==> src/periph_pkg.sv <==
/*
 * Shared definitions for the peripheral subsystem: address map, register
 * offsets, bus enums and the request/command structs used by RTL and testbench.
 */
`default_nettype none

package periph_pkg;

    // ----------------------------------------------------------------------
    // Bus widths and address map
    // ----------------------------------------------------------------------
    localparam int ADDR_W = 32;
    localparam int DATA_W = 32;
    localparam int OFFS_W = 4;                      // Offset from addr[3:0]

    localparam logic [ADDR_W-1:0] GPIO_BASE = 32'h4000_0000;
    localparam logic [ADDR_W-1:0] UART_BASE = 32'h4000_1000;

    // GPIO register offsets
    localparam logic [OFFS_W-1:0] GPIO_OUT    = 4'h0;
    localparam logic [OFFS_W-1:0] GPIO_OE     = 4'h4;
    localparam logic [OFFS_W-1:0] GPIO_IN     = 4'h8;

    // UART register offsets
    localparam logic [OFFS_W-1:0] UART_TXDATA = 4'h0;
    localparam logic [OFFS_W-1:0] UART_STATUS = 4'h4;   // [0] tx busy, [1] rx valid
    localparam logic [OFFS_W-1:0] UART_RXDATA = 4'h8;

    // ----------------------------------------------------------------------
    // Enums and structs
    // ----------------------------------------------------------------------
    typedef enum logic [1:0] {IDLE, BUSY, NONSEQ, SEQ} htrans_e;

    typedef enum logic [2:0] {BYTE = 3'b000, HALF = 3'b001, WORD = 3'b010} hsize_e;

    typedef enum logic [1:0] {SEL_NONE, SEL_GPIO, SEL_UART} slave_sel_e;

    // Address phase, 38 bits
    typedef struct packed {
        logic [ADDR_W-1:0] haddr;
        htrans_e           htrans;
        hsize_e            hsize;
        logic              hwrite;
    } ahb_req_t;

    // Data-phase command to one slave, 10 bits
    typedef struct packed {
        logic              wr;
        logic              rd;
        logic [OFFS_W-1:0] offs;
        logic [3:0]        be;
    } bus_cmd_t;

endpackage

`default_nettype wire

==> src/ahb_decoder.sv <==
/*
 * AHB-Lite address decoder. Registers the address phase, steers a data-phase
 * command to the selected slave and returns that slave's read word.
 */
`timescale 1ns/1ns
`default_nettype none

module ahb_decoder
(
    input  wire logic                          clk,
    input  wire logic                          RSTn,
    input  wire periph_pkg::ahb_req_t          i_req,
    input  wire logic [periph_pkg::DATA_W-1:0] i_gpio_rdata,
    input  wire logic [periph_pkg::DATA_W-1:0] i_uart_rdata,
    output periph_pkg::bus_cmd_t               o_gpio_cmd,
    output periph_pkg::bus_cmd_t               o_uart_cmd,
    output logic [periph_pkg::DATA_W-1:0]      o_hrdata
);
    import periph_pkg::*;

    localparam int PAGE_LSB = 12;                   // Slaves decode on addr[31:12]

    logic       xfer;
    slave_sel_e sel_d, sel_q;
    bus_cmd_t   cmd_d, cmd_q;

    assign xfer = (i_req.htrans == NONSEQ) || (i_req.htrans == SEQ);

    always_comb
    begin
        if (i_req.haddr[ADDR_W-1:PAGE_LSB] == GPIO_BASE[ADDR_W-1:PAGE_LSB])
            sel_d = SEL_GPIO;
        else if (i_req.haddr[ADDR_W-1:PAGE_LSB] == UART_BASE[ADDR_W-1:PAGE_LSB])
            sel_d = SEL_UART;
        else
            sel_d = SEL_NONE;
    end

    always_comb
    begin
        cmd_d.wr   = xfer & i_req.hwrite;
        cmd_d.rd   = xfer & ~i_req.hwrite;
        cmd_d.offs = {i_req.haddr[3:2], 2'b00};     // Word offset, lane goes to be
        case (i_req.hsize)
            BYTE:    cmd_d.be = 4'b0001 << i_req.haddr[1:0];
            HALF:    cmd_d.be = i_req.haddr[1] ? 4'b1100 : 4'b0011;
            default: cmd_d.be = 4'b1111;
        endcase
    end

    // Address phase captured here, command live in the next cycle
    always_ff @(posedge clk or negedge RSTn)
    begin
        if (!RSTn)
        begin
            sel_q <= SEL_NONE;
            cmd_q <= '0;
        end
        else
        begin
            sel_q <= xfer ? sel_d : SEL_NONE;
            cmd_q <= cmd_d;
        end
    end

    assign o_gpio_cmd = (sel_q == SEL_GPIO) ? cmd_q : '0;
    assign o_uart_cmd = (sel_q == SEL_UART) ? cmd_q : '0;

    always_comb
    begin
        case (sel_q)
            SEL_GPIO: o_hrdata = i_gpio_rdata;
            SEL_UART: o_hrdata = i_uart_rdata;
            default:  o_hrdata = '0;                // Unmapped reads as zero
        endcase
    end

    // Only one slave sees a command, the one whose page was addressed
    a_one_slave: assert property (@(posedge clk) disable iff (!RSTn)
        (o_gpio_cmd.wr || o_gpio_cmd.rd) |->
            !(o_uart_cmd.wr || o_uart_cmd.rd) &&
            $past(i_req.haddr[ADDR_W-1:PAGE_LSB]) == GPIO_BASE[ADDR_W-1:PAGE_LSB])
        else $error("Decoder drove the GPIO command for another page or both commands");

    a_uart_page: assert property (@(posedge clk) disable iff (!RSTn)
        (o_uart_cmd.wr || o_uart_cmd.rd) |->
            $past(i_req.haddr[ADDR_W-1:PAGE_LSB]) == UART_BASE[ADDR_W-1:PAGE_LSB])
        else $error("Decoder drove the UART command for another page");

endmodule

`default_nettype wire

==> src/ahb_gpio.sv <==
/*
 * GPIO register block behind the decoder. Output data and output enable are
 * written per byte lane; input pins are synchronized before they are read.
 */
`timescale 1ns/1ns
`default_nettype none

module ahb_gpio
(
    input  wire logic                          clk,
    input  wire logic                          RSTn,
    input  wire periph_pkg::bus_cmd_t          i_cmd,
    input  wire logic [periph_pkg::DATA_W-1:0] i_hwdata,
    input  wire logic [periph_pkg::DATA_W-1:0] i_gpio_in,
    output logic [periph_pkg::DATA_W-1:0]      o_rdata,
    output logic [periph_pkg::DATA_W-1:0]      o_gpio_out,
    output logic [periph_pkg::DATA_W-1:0]      o_gpio_oe
);
    import periph_pkg::*;

    logic [DATA_W-1:0] in_meta;
    logic [DATA_W-1:0] in_sync;

    // Replace only the enabled byte lanes
    function automatic logic [DATA_W-1:0] lane_merge(input logic [DATA_W-1:0] old_v,
                                                     input logic [DATA_W-1:0] new_v,
                                                     input logic [3:0]        be);
        logic [DATA_W-1:0] res;
        res = old_v;
        for (int i = 0; i < 4; i++)
        begin
            if (be[i])
                res[8*i +: 8] = new_v[8*i +: 8];
        end
        return res;
    endfunction

    always_ff @(posedge clk or negedge RSTn)
    begin
        if (!RSTn)
        begin
            o_gpio_out <= '0;
            o_gpio_oe  <= '0;
        end
        else if (i_cmd.wr)
        begin
            if (i_cmd.offs == GPIO_OUT)
                o_gpio_out <= lane_merge(o_gpio_out, i_hwdata, i_cmd.be);
            if (i_cmd.offs == GPIO_OE)
                o_gpio_oe  <= lane_merge(o_gpio_oe, i_hwdata, i_cmd.be);
        end
    end

    // Two-flop synchronizer on the pins
    always_ff @(posedge clk or negedge RSTn)
    begin
        if (!RSTn)
        begin
            in_meta <= '0;
            in_sync <= '0;
        end
        else
        begin
            in_meta <= i_gpio_in;
            in_sync <= in_meta;
        end
    end

    always_comb
    begin
        o_rdata = '0;
        if (i_cmd.rd)
        begin
            case (i_cmd.offs)
                GPIO_OUT: o_rdata = o_gpio_out;
                GPIO_OE:  o_rdata = o_gpio_oe;
                GPIO_IN:  o_rdata = in_sync;
                default:  o_rdata = '0;
            endcase
        end
    end

endmodule

`default_nettype wire

==> src/uart_tx.sv <==
/*
 * 8N1 serial transmitter. A start strobe loads the byte and shifts out
 * start bit, data LSB first and stop bit, each CLKS_PER_BIT cycles long.
 */
`timescale 1ns/1ns
`default_nettype none

module uart_tx
#(
    parameter int CLKS_PER_BIT = 8
)
(
    input  wire logic       clk,
    input  wire logic       RSTn,
    input  wire logic       i_start,
    input  wire logic [7:0] i_data,
    output logic            o_txd,
    output logic            o_busy
);
    localparam int               CNT_W   = $clog2(CLKS_PER_BIT);
    localparam logic [CNT_W-1:0] CNT_MAX = CNT_W'(CLKS_PER_BIT - 1);

    typedef enum logic [1:0] {IDLE, START, DATA, STOP} tx_state_e;

    tx_state_e        state;
    logic [CNT_W-1:0] cnt;
    logic [2:0]       bit_idx;
    logic [7:0]       shift;
    logic             bit_end;

    assign bit_end = (cnt == CNT_MAX);
    assign o_busy  = (state != IDLE);

    always_ff @(posedge clk or negedge RSTn)
    begin
        if (!RSTn)
        begin
            state   <= IDLE;
            cnt     <= '0;
            bit_idx <= '0;
            o_txd   <= 1'b1;                        // Line idles high
        end
        else
        begin
            if (state == IDLE || bit_end)
                cnt <= '0;
            else
                cnt <= cnt + 1'b1;
            case (state)
                IDLE:
                    if (i_start)
                    begin
                        state <= START;
                        o_txd <= 1'b0;
                    end
                START:
                    if (bit_end)
                    begin
                        state   <= DATA;
                        bit_idx <= '0;
                        o_txd   <= shift[0];
                    end
                DATA:
                    if (bit_end)
                    begin
                        if (bit_idx == 3'd7)
                        begin
                            state <= STOP;
                            o_txd <= 1'b1;
                        end
                        else
                        begin
                            bit_idx <= bit_idx + 1'b1;
                            o_txd   <= shift[0];
                        end
                    end
                STOP:
                    if (bit_end)
                        state <= IDLE;
                default: state <= IDLE;
            endcase
        end
    end

    // Next data bit always sits in shift[0]
    always_ff @(posedge clk)
    begin
        if (state == IDLE)
        begin
            if (i_start)
                shift <= i_data;
        end
        else if (bit_end)
            shift <= {1'b0, shift[7:1]};
    end

    // Register block must hold off until the frame is done
    a_no_start_busy: assert property (@(posedge clk) disable iff (!RSTn)
        i_start |-> !o_busy)
        else $error("TX start while busy");

endmodule

`default_nettype wire

==> src/uart_rx.sv <==
/*
 * 8N1 serial receiver. The line is synchronized, the start bit confirmed at
 * its middle, and each later bit sampled mid-period; bad stop bits drop the frame.
 */
`timescale 1ns/1ns
`default_nettype none

module uart_rx
#(
    parameter int CLKS_PER_BIT = 8
)
(
    input  wire logic  clk,
    input  wire logic  RSTn,
    input  wire logic  i_rxd,
    output logic       o_valid,
    output logic [7:0] o_data
);
    localparam int               CNT_W   = $clog2(CLKS_PER_BIT);
    localparam logic [CNT_W-1:0] CNT_MAX = CNT_W'(CLKS_PER_BIT - 1);
    localparam logic [CNT_W-1:0] CNT_MID = CNT_W'(CLKS_PER_BIT / 2 - 1);

    typedef enum logic [1:0] {IDLE, START, DATA, STOP} rx_state_e;

    rx_state_e        state;
    logic [CNT_W-1:0] cnt;
    logic [2:0]       bit_idx;
    logic             rxd_meta;
    logic             rxd_s;
    logic             bit_end;

    assign bit_end = (cnt == CNT_MAX);

    always_ff @(posedge clk or negedge RSTn)
    begin
        if (!RSTn)
        begin
            rxd_meta <= 1'b1;
            rxd_s    <= 1'b1;
        end
        else
        begin
            rxd_meta <= i_rxd;
            rxd_s    <= rxd_meta;
        end
    end

    always_ff @(posedge clk or negedge RSTn)
    begin
        if (!RSTn)
        begin
            state   <= IDLE;
            cnt     <= '0;
            bit_idx <= '0;
            o_valid <= 1'b0;
        end
        else
        begin
            o_valid <= 1'b0;
            case (state)
                IDLE:
                begin
                    cnt <= '0;
                    if (!rxd_s)
                        state <= START;             // Falling edge seen
                end
                START:
                    if (cnt == CNT_MID)
                    begin
                        cnt     <= '0;
                        bit_idx <= '0;
                        state   <= rxd_s ? IDLE : DATA;     // Glitch goes back to idle
                    end
                    else
                        cnt <= cnt + 1'b1;
                DATA:
                    if (bit_end)
                    begin
                        cnt <= '0;
                        if (bit_idx == 3'd7)
                            state <= STOP;
                        else
                            bit_idx <= bit_idx + 1'b1;
                    end
                    else
                        cnt <= cnt + 1'b1;
                STOP:
                    if (bit_end)
                    begin
                        cnt     <= '0;
                        state   <= IDLE;
                        o_valid <= rxd_s;           // Low stop bit discards frame
                    end
                    else
                        cnt <= cnt + 1'b1;
                default: state <= IDLE;
            endcase
        end
    end

    // LSB arrives first
    always_ff @(posedge clk)
    begin
        if (state == DATA && bit_end)
            o_data <= {rxd_s, o_data[7:1]};
    end

endmodule

`default_nettype wire

==> src/ahb_uart.sv <==
/*
 * UART register block. TXDATA writes start the transmitter, received bytes
 * are buffered with a valid flag that drives the interrupt until read.
 */
`timescale 1ns/1ns
`default_nettype none

module ahb_uart
#(
    parameter int CLKS_PER_BIT = 8
)
(
    input  wire logic                          clk,
    input  wire logic                          RSTn,
    input  wire periph_pkg::bus_cmd_t          i_cmd,
    input  wire logic [periph_pkg::DATA_W-1:0] i_hwdata,
    input  wire logic                          i_rxd,
    output logic [periph_pkg::DATA_W-1:0]      o_rdata,
    output logic                               o_txd,
    output logic                               o_irq
);
    import periph_pkg::*;

    logic       tx_wr;
    logic       tx_busy;
    logic       tx_busy_all;
    logic       tx_start_q;
    logic [7:0] tx_data_q;
    logic       rx_pulse;
    logic [7:0] rx_byte;
    logic [7:0] rx_buf;
    logic       rx_valid;
    logic       rx_rd;

    assign tx_wr       = i_cmd.wr & i_cmd.be[0] & (i_cmd.offs == UART_TXDATA);
    assign rx_rd       = i_cmd.rd & (i_cmd.offs == UART_RXDATA);
    assign tx_busy_all = tx_busy | tx_start_q;      // Covers the strobe cycle too

    // ----------------------------------------------------------------------
    // Control flags
    // ----------------------------------------------------------------------
    always_ff @(posedge clk or negedge RSTn)
    begin
        if (!RSTn)
        begin
            tx_start_q <= 1'b0;
            rx_valid   <= 1'b0;
        end
        else
        begin
            tx_start_q <= tx_wr & ~tx_busy_all;     // Writes while busy dropped
            if (rx_pulse)
                rx_valid <= 1'b1;                   // New byte wins over a read
            else if (rx_rd)
                rx_valid <= 1'b0;
        end
    end

    always_ff @(posedge clk)
    begin
        if (tx_wr && !tx_busy_all)
            tx_data_q <= i_hwdata[7:0];
        if (rx_pulse)
            rx_buf <= rx_byte;                      // Overwrites an unread byte
    end

    assign o_irq = rx_valid;

    always_comb
    begin
        o_rdata = '0;
        if (i_cmd.rd)
        begin
            case (i_cmd.offs)
                UART_STATUS: o_rdata = {{(DATA_W-2){1'b0}}, rx_valid, tx_busy_all};
                UART_RXDATA: o_rdata = {{(DATA_W-8){1'b0}}, rx_buf};
                default:     o_rdata = '0;
            endcase
        end
    end

    // ----------------------------------------------------------------------
    // Serial engines
    // ----------------------------------------------------------------------
    uart_tx #(.CLKS_PER_BIT(CLKS_PER_BIT)) u_tx
    (
        .clk     (clk),
        .RSTn    (RSTn),
        .i_start (tx_start_q),
        .i_data  (tx_data_q),
        .o_txd   (o_txd),
        .o_busy  (tx_busy)
    );

    uart_rx #(.CLKS_PER_BIT(CLKS_PER_BIT)) u_rx
    (
        .clk     (clk),
        .RSTn    (RSTn),
        .i_rxd   (i_rxd),
        .o_valid (rx_pulse),
        .o_data  (rx_byte)
    );

endmodule

`default_nettype wire

==> src/periph_subsystem.sv <==
/*
 * Top level of the AHB-Lite peripheral subsystem. Connects the address
 * decoder to the GPIO and UART slaves; the bus master sits outside.
 */
`timescale 1ns/1ns
`default_nettype none

module periph_subsystem
#(
    parameter int CLKS_PER_BIT = 8
)
(
    input  wire logic                          clk,
    input  wire logic                          RSTn,
    input  wire periph_pkg::ahb_req_t          i_req,
    input  wire logic [periph_pkg::DATA_W-1:0] i_hwdata,
    input  wire logic [periph_pkg::DATA_W-1:0] i_gpio_in,
    input  wire logic                          i_rxd,
    output logic [periph_pkg::DATA_W-1:0]      o_hrdata,
    output logic [periph_pkg::DATA_W-1:0]      o_gpio_out,
    output logic [periph_pkg::DATA_W-1:0]      o_gpio_oe,
    output logic                               o_txd,
    output logic                               o_uart_irq
);
    import periph_pkg::*;

    // ----------------------------------------------------------------------
    // Decoder to slave wiring
    // ----------------------------------------------------------------------
    bus_cmd_t          gpio_cmd;
    bus_cmd_t          uart_cmd;
    logic [DATA_W-1:0] gpio_rdata;
    logic [DATA_W-1:0] uart_rdata;

    ahb_decoder u_decoder
    (
        .clk          (clk),
        .RSTn         (RSTn),
        .i_req        (i_req),
        .i_gpio_rdata (gpio_rdata),
        .i_uart_rdata (uart_rdata),
        .o_gpio_cmd   (gpio_cmd),
        .o_uart_cmd   (uart_cmd),
        .o_hrdata     (o_hrdata)
    );

    ahb_gpio u_gpio
    (
        .clk        (clk),
        .RSTn       (RSTn),
        .i_cmd      (gpio_cmd),
        .i_hwdata   (i_hwdata),
        .i_gpio_in  (i_gpio_in),
        .o_rdata    (gpio_rdata),
        .o_gpio_out (o_gpio_out),
        .o_gpio_oe  (o_gpio_oe)
    );

    ahb_uart #(.CLKS_PER_BIT(CLKS_PER_BIT)) u_uart
    (
        .clk      (clk),
        .RSTn     (RSTn),
        .i_cmd    (uart_cmd),
        .i_hwdata (i_hwdata),
        .i_rxd    (i_rxd),
        .o_rdata  (uart_rdata),
        .o_txd    (o_txd),
        .o_irq    (o_uart_irq)
    );

endmodule

`default_nettype wire

==> config.mk <==
export PLATFORM = sky130hd
export DESIGN_NAME = periph_subsystem
export DESIGN_NICKNAME = d
export VERILOG_FILES = /design/src/periph_pkg.sv /design/src/ahb_decoder.sv /design/src/ahb_gpio.sv /design/src/uart_tx.sv /design/src/uart_rx.sv /design/src/ahb_uart.sv /design/src/periph_subsystem.sv
export SDC_FILE = /design/constraint.sdc
export NUM_CORES = 1
export LEC_CHECK = 0
export BUFFER_PORTS_ARGS = -buffer_cell sky130_fd_sc_hd__buf_2
export CAP_MARGIN = 20
export CORE_UTILIZATION = 30
export CTS_BUF_LIST = sky130_fd_sc_hd__clkbuf_8 sky130_fd_sc_hd__clkbuf_16
export CTS_CLUSTER_SIZE = 30
export DETAILED_ROUTE_END_ITERATION = 8
export GPL_TIMING_DRIVEN = 1
export SLEW_MARGIN = 5
export SYNTH_ARGS = -nofsm -noshare
export SYNTH_HDL_FRONTEND = slang
export SYNTH_SLANG_ARGS = --single-unit
==> constraint.sdc <==
create_clock -name clk -period 4.05 [get_ports clk]
set_input_delay 0.81 -clock clk [delete_from_list [all_inputs] [get_ports clk]]
set_output_delay 0.81 -clock clk [all_outputs]
set_load 0.005 [all_outputs]
# After elaboration in Yosys (flattened, before gate mapping)
# Index checks and enable logic that the tools add are counted.
# word_totals
reg_bits	192
elab_cells	159
# classes
n_addsub	4
n_eq_ne	34
shifts	1
mux	49
bitwise	9
reduce_logical	31
# ops
cell	count
32-bit case mux with 3 select lines	1
32-bit 2-to-1 mux	2
32-bit case mux with 2 select lines	1
20-bit by 19-bit equality test with 1-bit output (second input constant)	2
2-bit 2-to-1 mux	14
3-bit 2-to-1 mux	9
8-bit 2-to-1 mux	3
3-bit AND reduction	8
2-bit != test (second input constant)	11
10-bit 2-to-1 mux	2
2-bit case mux with 4 select lines	2
8-bit case mux with 2 select lines	1
2-bit equality test (second input constant)	7
3-bit by 1-bit adder with 3-bit output (second input constant)	4
3-bit equality test (second input constant)	4
3-bit case mux with 2 select lines	2
4-bit AND reduction	3
5-bit AND reduction	2
2-bit nonzero test	5
3-bit case mux with 3 select lines	1
4-bit by 3-bit equality test with 1-bit output (second input constant)	2
4-bit equality test (second input constant)	2
4-bit zero test	2
1-bit 2-to-1 mux	8
19 further kinds	30

# Depth between registers and ports, before layout
# Gate-level depths: netlist of run 1.
# logic_depth
ltp_word	6
ltp_mapped	9
ltp_nobuf	8

# By module
# A second synthesis of run 1 with hierarchy kept.
# hier_totals
cells_unflattened	613
hier_area_um2	8222.9
# by_module_without_submodules
module	instances	cells_per_inst	area_each_um2	seq_area_each_um2
ahb_gpio	1	300	4713.3	3203.1
uart_tx	1	70	935.9	466.7
ahb_decoder	1	129	930.9	250.2
ahb_uart	1	63	849.6	530.5
uart_rx	1	51	793.3	518.0

# Worst setup path after synthesis of run 1
# No wires, ideal clock.
# synth_timing
path_kind	register to output
start	reg u_decoder.cmd_q[6] (netlist name)
end	out o_hrdata[2] (netlist name)
t_arrival_ps	1665
t_required_ps	3240
path_slack_ps	1575
path_stages_with_launch	9
path_buffers	3
path_cell_list	dfrtp_1 -> buf_4 -> buf_2 -> buf_2 -> nand2_1 -> ha_1 -> nand3_1 -> nor2_1 -> a22o_1
# synth_between
elab_chain_len	5
elab_cells_between_ends	12
# synth_rtl
element	line	source
start: declaration	ahb_decoder.sv:25	bus_cmd_t cmd_d, cmd_q;
start signal: assignment	ahb_decoder.sv:62	cmd_q <= cmd_d;
10-bit 2-to-1 mux, on equally long branches	ahb_decoder.sv:66, ahb_decoder.sv:67	
4-bit equality test, or another cell as far along	ahb_gpio.sv:74	case (i_cmd.offs)
32-bit case mux with 3 select lines or 8-bit case mux with 2 select lines (tied branches)	ahb_gpio.sv:74, ahb_uart.sv:74	
32-bit 2-to-1 mux, on equally long branches	ahb_gpio.sv:72, ahb_uart.sv:72	
32-bit case mux with 2 select lines *	ahb_decoder.sv:71	case (sel_q)
end: declaration	periph_subsystem.sv:19	output logic [periph_pkg::DATA_W-1:0] o_hrdata,
# Every way passes the cells marked *; elsewhere a longest branch is shown, timed or not.

# Worst setup path in the final report of run 1
# layout_timing
start	reg u_decoder.sel_q[1]
end	out o_hrdata[10] (netlist name)
# layout_between
elab_chain_len	6
elab_cells_between_ends	9
# layout_rtl
element	line	source
start: declaration	ahb_decoder.sv:24	slave_sel_e sel_d, sel_q;
start signal: assignment	ahb_decoder.sv:61	sel_q <= xfer ? sel_d : SEL_NONE;
2-bit by 1-bit equality test with 1-bit output	ahb_decoder.sv:66, ahb_decoder.sv:71	
10-bit 2-to-1 mux	ahb_decoder.sv:66	assign o_gpio_cmd = (sel_q == SEL_GPIO) ? cmd_q : '0;
4-bit equality test, or another cell as far along	ahb_gpio.sv:74	
32-bit case mux with 3 select lines	ahb_gpio.sv:74	
32-bit 2-to-1 mux	ahb_gpio.sv:72	if (i_cmd.rd)
32-bit case mux with 2 select lines *	ahb_decoder.sv:71	
# Marks and branches as above.

==> metrics.md, run 1 <==
| Metric | Value |
|---|---|
| Hold crit path type | `in2async` |
| Tot GR Track Use | `0.1502` |
| Final min period | `~3.4 ns` |
| First-pass GRT wire length | `~32000 microns` |
| RSZ-0062 raised after global routing | `no` |
| RR Startpoint | `u_decoder.sel_q[1]$_DFF_PN0_` |
| DRC viols | `5` |
| Flop2flop setup slack | `about 1.4 ns` |
| Slew Limit Headroom | `0.5524` |
| Post-cts resize count | `0` |
| Power density over the cells | `426.1 nW/um^2` |
| Vias in the first global route | `~5500` |
| Synth top area share | `0.4836` |
| NumNets Final | `around 910` |
| Pleak | `around 0.0049 uW` |
| Initial antenna violation count | `4` |
| Asr flop ratio synth | `0.8333` |
| Net Count, Synth | `727` |
| Final setup violation count | `0` |
| Total Wirelength | `roughly 20000 microns` |
| H-tree levels | `4` |
| Status | `finished with violations` |
| Largest area contributor in the netlist | `dfrtp_1` |
| Drt pass-1 iters | `6` |
| Clock Latency Late Sink | `roughly 0.43 ns` |
| Vias per cell | `between 4 and 5` |
| Critical Path Sink Type | `output pin` |
| PortBufs | `approximately 190` |
| Critical path required time | `~3.2 ns` |
| Layout cell share with drive strength beyond 1 | `0.4090` |
| Arr. time, crit path | `around 2.6 ns` |
| Vias | `around 5500` |
| Ports | `~200` |
| Violated checks | `design-rule violations` |
| Routability Congestion | `approximately 0.77` |
| Pin count of the biggest net entering global routing | `54` |
| Number of flops mapped to enable cells by yosys | `32` |
| Overflow after GRT | `0` |
| CTS Hold Bufs | `0` |
| DIE WIDTH | `about 170 microns` |
| Synthesized area | `8124 sq um` |
| Mean Syn Cell Area | `13.50 sq um` |
| Post-Synthesis Cells | `between 600 and 700` |
| Final ANT Viol Nets | `0` |
| Setup Crit Path Kind | `reg2out` |
| Bufs on Longest Clock Path | `2` |
| CTS Buf Count | `17` |
| Worst setup SP type | `flop` |
| Worst path cell trace | `inv_1, ha_2, and3b_1, buf_4, and2_1, o2111a_1, buf_2` |
| Critical path fanouts, max | `33` |
| CTS tree | `built` |
| Fin crit share | `0.8342` |
| Crit path max-delay cell type | `ha_2` |
| Core ar. | `between 20000 and 30000 sq um` |
| Flops & latches, synth | `~190` |
| Worst-margin pin slew | `about 0.67 ns` |
| Area Growth Syn to Fin | `23.30%` |
| VDD IR max | `around 180 uV` |
| Initial Util | `0.3091` |
| Max_cap viols | `0` |
| Die height | `around 170 microns` |
| YS warnings | `0` |
| Worst path max stage delay | `0.61 ns` |
| Reg2reg path depth | `6` |
| Setup WS post-layout | `0.6715 ns` |
| Row Count | `59` |
| TritonCTS Sinks | `192` |
| Post-synthesis sequential area ratio | `0.6116` |
| Slew Limit Fails | `0` |
| Most frequent cell after synthesis | `dfrtp_1` |
| Final hold vios | `0` |
| Clk_skew | `0.009365 ns` |
| Setup Fix Bufs, Post-CTS | `0` |
| Clk slew on worst S/H paths | `0.08 ns` |
| Ranking of synthesized cells by area | `dfrtp_1, edfxtp_1, mux2_2` |
| Initial DRC Count | `roughly 210` |
| Primary FF master, synth | `dfrtp_1` |
| Setup Total Neg Slack | `0 ns` |
| Dpl ws | `1.134 ns` |
| Routed wire per std cell | `around 18 microns` |
| Top cells by count, synth | `dfrtp_1, mux2_2, nand2b_1` |
| Yosys cell types | `52` |
| Die area | `around 28000 sq um` |
| CTS Root Cell | `clkbuf_16` |
| Half-perimeter wire length after placement | `between 10000 and 15000 microns` |
| Worst reg2reg endpoint | `u_gpio.o_gpio_oe[13]$_DFFE_PN0P_` |
| F_max | `~300 MHz` |
-- worst max-delay path by stage --
stage                                             from           end  cells past startpoint
final                     u_decoder.sel_q[1]$_DFF_PN0_  o_hrdata[10]                      7
after global routing      u_decoder.sel_q[1]$_DFF_PN0_  o_hrdata[22]                      7
after CTS                 u_decoder.sel_q[1]$_DFF_PN0_  o_hrdata[10]                      7
after detailed placement  u_decoder.sel_q[1]$_DFF_PN0_  o_hrdata[10]                      7
after global placement    u_decoder.sel_q[1]$_DFF_PN0_  o_hrdata[23]                      7
after floorplan           u_decoder.cmd_q[6]$_DFF_PN0_   o_hrdata[2]                      8
-- cell type report --
| cell class | instances | area, sq um |
|---|---|---|
| fill | 2587 | 16260 |
| sequential | 192 | 4971 |
| multi-input combinational | 361 | 2930 |
| timing repair buffer | 204 | 1080 |
| clock buffer | 18 | 439.2 |
| tap | 335 | 419.2 |
| clock inverter | 14 | 121.4 |
| inverter | 13 | 48.80 |
| antenna | 3 | 7.507 |
-- metrics by stage --
| stage | hold slack [ns] | instance area [sq um] | std cells | utilization | power (uW) |
|---|---|---|---|---|---|
| floorplan | 0.3312 | 8124 | 602 | - | 2512 |
| global placement | 0.3318 | 9449 | 1105 | 0.3596 | 2689 |
| detailed placement | 0.3347 | 9449 | 1105 | 0.3596 | 2704 |
| CTS | 0.3151 | 10010 | 1137 | 0.3809 | 4347 |
| global route | 0.3267 | 10020 | 1140 | 0.3812 | 4506 |
| finish | 0.3046 | 10020 | 1140 | 0.3812 | 4268 |
-- state kept, by name (all words and copies together) (netlist names), 8 cells and up, named ones only --
signal / count
u_gpio.in_meta: 32
u_gpio.in_sync: 32
u_gpio.o_gpio_oe: 32
u_gpio.o_gpio_out: 32
u_decoder.cmd_q: 8
u_uart.rx_buf: 8
u_uart.tx_data_q: 8
u_uart.u_rx.o_data: 8
u_uart.u_tx.shift: 8
-- cells in the final DEF, fill, tap and decap left out, types with 4 or more instances in the layout --
cell type,n
nand2b_1,36
buf_4,9
nor3_1,4
inv_8,4
a21oi_1,25
nand3_1,29
or3b_1,5
and2_1,25
nand4_1,9
mux2_2,65
o2111a_1,23
ha_1,19
clkbuf_16,17
nand2_1,21
buf_2,192
edfxtp_1,32
o21ai_0,14
a22o_1,9
nor2_1,9
inv_1,14
clkinv_4,4
dfrtp_1,155
nand4b_1,16
mux2_4,8
-- report_power, final --
group | internal, uW | total (uW) | switching (uW)
combinational | 232 | 476 | 244
clock | 826 | 1620 | 790
sequential | 2090 | 2180 | 89.4
-- cell families after synthesis --
| kind of cell | count (synthesis) | synth area share |
|---|---|---|
| fa+ha+maj | 20 | 0.03080 |
| buf+inv | 49 | 0.02834 |
| mux | 78 | 0.1127 |
| compound gates | 82 | 0.07624 |
| flops | 192 | 0.6116 |
| simple gates | 181 | 0.1403 |
-- worst max-delay path, delay by kind of cell, from the launching register on --
family | cells | cell delay, ns
adders and majority gates | 1 | 0.61
buffers and inverters | 3 | 0.48
and+or+nand+nor | 2 | 0.45
DFF | 1 | 0.40
AOI/OAI and AO/OA | 1 | 0.19
-- layer usage --
metal / wire length [microns] / global-route usage / share of wire
met5: 13 / 0 / 0.00065
met4: 400 / 0.05797 / 0.020
met3: 1009 / 0.03969 / 0.050
met2: 9299 / 0.2302 / 0.46
met1: 9282 / 0.2027 / 0.46
Power figures use the tool's default switching activity.
==> run 2: changes to the inputs <==
--- a/config.mk
+++ b/config.mk
@@ -5,6 +5,7 @@
 export SDC_FILE = /design/constraint.sdc
 export NUM_CORES = 1
 export LEC_CHECK = 0
+export ABC_AREA = 1
 export BUFFER_PORTS_ARGS = -buffer_cell sky130_fd_sc_hd__buf_2
 export CAP_MARGIN = 20
 export CORE_UTILIZATION = 30
==> constraint.sdc (replaced) <==
create_clock -name clk -period 2.8 [get_ports clk]
set_input_delay 0.56 -clock clk [delete_from_list [all_inputs] [get_ports clk]]
set_output_delay 0.56 -clock clk [all_outputs]
set_load 0.005 [all_outputs]
==> metrics.md, run 2 <==
| Metric | Value |
|---|---|
| Synth top area share | `0.5164` |
| F_max | `~370 MHz` |
| Core ar. | `between 20000 and 25000 sq um` |
| Worst-margin pin slew | `about 0.76 ns` |
| Critical path required time | `2.24 ns` |
| Final min period | `~2.7 ns` |
| Area Growth Syn to Fin | `29.18%` |
| Clk_skew | `roughly 0.0099 ns` |
| Vias | `about 5900` |
| DRC viols | `0` |
| Net Count, Synth | `around 900` |
| Bufs on Longest Clock Path | `2` |
| Pleak | `0.005068 uW` |
| Max_cap viols | `0` |
| Row Count | `57` |
| Vias per cell | `between 4 and 5` |
| Critical path fanouts, max | `5` |
| Top cells by count, synth | `nand2_1, dfrtp_1, inv_1` |
| Setup Total Neg Slack | `0 ns` |
| Yosys cell types | `28` |
| Die area | `around 26000 sq um` |
| Post-route cell area | `approximately 9800 sq um` |
| DIE WIDTH | `roughly 160 microns` |
| Slew Limit Headroom | `0.4929` |
| Final setup violation count | `0` |
| Post-synthesis sequential area ratio | `0.6531` |
| Primary FF master, synth | `dfrtp_1` |
| H-tree levels | `4` |
| PortBufs | `193` |
| NumNets Final | `~1100` |
| Routed wire per std cell | `14.76 microns` |
| Number of flops mapped to enable cells by yosys | `32` |
| Total Wirelength | `between 15000 and 20000 microns` |
| VDD IR max | `323.2 uV` |
| CTS tree | `built` |
| Initial antenna violation count | `4` |
| Clock Latency Late Sink | `0.43 ns` |
| Largest area contributor in the netlist | `dfrtp_1` |
| Arr. time, crit path | `~2.1 ns` |
| Slew Limit Fails | `0` |
| Worst setup SP type | `flop` |
| Initial DRC Count | `290` |
| Register area | `a little under 5000 sq um` |
| Fin crit share | `0.9616` |
| Synthesized area | `around 7600 sq um` |
| Layout cell share with drive strength beyond 1 | `0.2634` |
| Vias in the first global route | `5777` |
| Ranking of synthesized cells by area | `dfrtp_1, nand2_1, edfxtp_1` |
| Final ANT Viol Nets | `0` |
| Placed cell area | `9094 sq um` |
| Most frequent cell after synthesis | `nand2_1` |
| Initial Util | `0.3092` |
| FILL cells | `roughly 2500` |
| RSZ-0062 raised after global routing | `no` |
| Asr flop ratio synth | `0.8333` |
| Hold crit path type | `in2async` |
| Setup Crit Path Kind | `reg2out` |
| Area of the multi-input gates | `around 2200 sq um` |
| TritonCTS Sinks | `between 150 and 200` |
| Ports | `203` |
| Pin count of the biggest net entering global routing | `53` |
| Highest-count cells in the layout ignoring fill and taps | `nand2_1, buf_2, dfrtp_1, inv_1, o21ai_1` |
| Drt pass-1 iters | `4` |
| Post-Synthesis Cells | `780` |
| Power density over the cells | `approximately 650 nW/um^2` |
| Status | `completed` |
| CTS Hold Bufs | `0` |
| Final hold vios | `0` |
| Half-perimeter wire length after placement | `roughly 14000 microns` |
| Critical Path Sink Type | `output pin` |
| CTS Root Cell | `clkbuf_16` |
| Tot GR Track Use | `0.1554` |
| Mean Syn Cell Area | `~10 sq um` |
| Commonest non-fill, non-tap cell in the layout | `nand2_1` |
| Flops & latches, synth | `roughly 190` |
| First-pass GRT wire length | `30890 microns` |
| Routability Congestion | `approximately 0.80` |
| Clk slew on worst S/H paths | `around 0.08 ns` |
| CTS Buf Count | `17` |
| Overflow after GRT | `0` |
| Die height | `161.2 microns` |
| YS warnings | `0` |
[run 2: kinds of logic (layout without fill, tap and decap cells)]
| group | count (synthesis) | after routing | share of synthesized area |
|---|---|---|---|
| compound gates | 84 | 84 | 0.05724 |
| fa+ha+maj | 20 | 20 | 0.03289 |
| buf+inv | 120 | 346 | 0.06217 |
| flops | 192 | 192 | 0.6531 |
| other cells | 0 | 2 | 0 |
| simple gates | 364 | 364 | 0.1946 |
[run 2: report_power, final]
group | leakage (uW) | internal (uW) | switching [uW]
clock | 0.000299 | 1260 | 1190
combinational | 0.00277 | 260 | 471
sequential | 0.00200 | 3070 | 108
[run 2: worst max-delay path, cell delays in order, from the launching register on]
cell and delay [ns]:
dfrtp_1 0.42, inv_1 0.08, ha_2 0.22, nand2_1 0.11
ha_1 0.32, nand4_1 0.12, o21ai_0 0.26, buf_2 0.17
[run 2: per-stage QoR]
stage	utilization	setup slack [ns]	power (uW)	hold WS, ns	std cells
floorplan	-	0.8134	3686	0.2644	780
global placement	0.3696	0.3512	3950	0.3310	1292
detailed placement	0.3696	0.3273	3981	0.3347	1292
CTS	0.3958	0.004186	6454	0.09841	1327
global route	0.3993	0.003533	6715	0.09565	1331
finish	0.3994	0.1076	6365	0.07282	1332
[run 2: layer usage]
layer,global-route usage,vias up,share of wire
met1,0.2047,2791,0.44
met4,0.06261,2,0.020
met2,0.2461,149,0.49
met5,0,-,0.00086
li1,-,2885,-
met3,0.03724,24,0.042
[run 2: path summary, 6_finish.rpt]
check | to | depth (start not counted) | slack (ns) | startpoint
setup / recovery | o_hrdata[0] | 7 | 0.11 | u_decoder.sel_q[0]$_DFF_PN0_
hold reg to reg | u_gpio.in_sync[30]$_DFF_PN0_ | 0 | 0.35 | u_gpio.in_meta[30]$_DFF_PN0_
max in group asynchronous | u_uart.u_rx.rxd_meta$_DFF_PN1_ | 2 | 1.96 | RSTn
hold / removal | u_gpio.o_gpio_out[15]$_DFFE_PN0P_ | 1 | 0.07 | RSTn
min in group clk | u_uart.u_rx.rxd_meta$_DFF_PN1_ | 1 | 0.22 | i_rxd
setup reg to reg | u_uart.tx_data_q[0]$_DFFE_PP_ | 6 | 0.77 | u_decoder.sel_q[0]$_DFF_PN0_
[run 2: timing repair]
item / in CTS / in global routing
buffers inserted: 3 / 1
hold endpoints to repair: 0 / 0
cloned: 0 / 2
setup endpoints to repair: 31 / 29
resized for setup: 1 / 7
pin swaps: 2 / 2
[run 2: area by class of cell]
class,count,area share
sequential,192,0.5056
tap,324,0.04125
multi-input combinational,468,0.2252
timing repair buffer,217,0.1285
antenna,2,0.0005093
clock inverter,14,0.01604
inverter,97,0.03705
clock buffer,18,0.04584
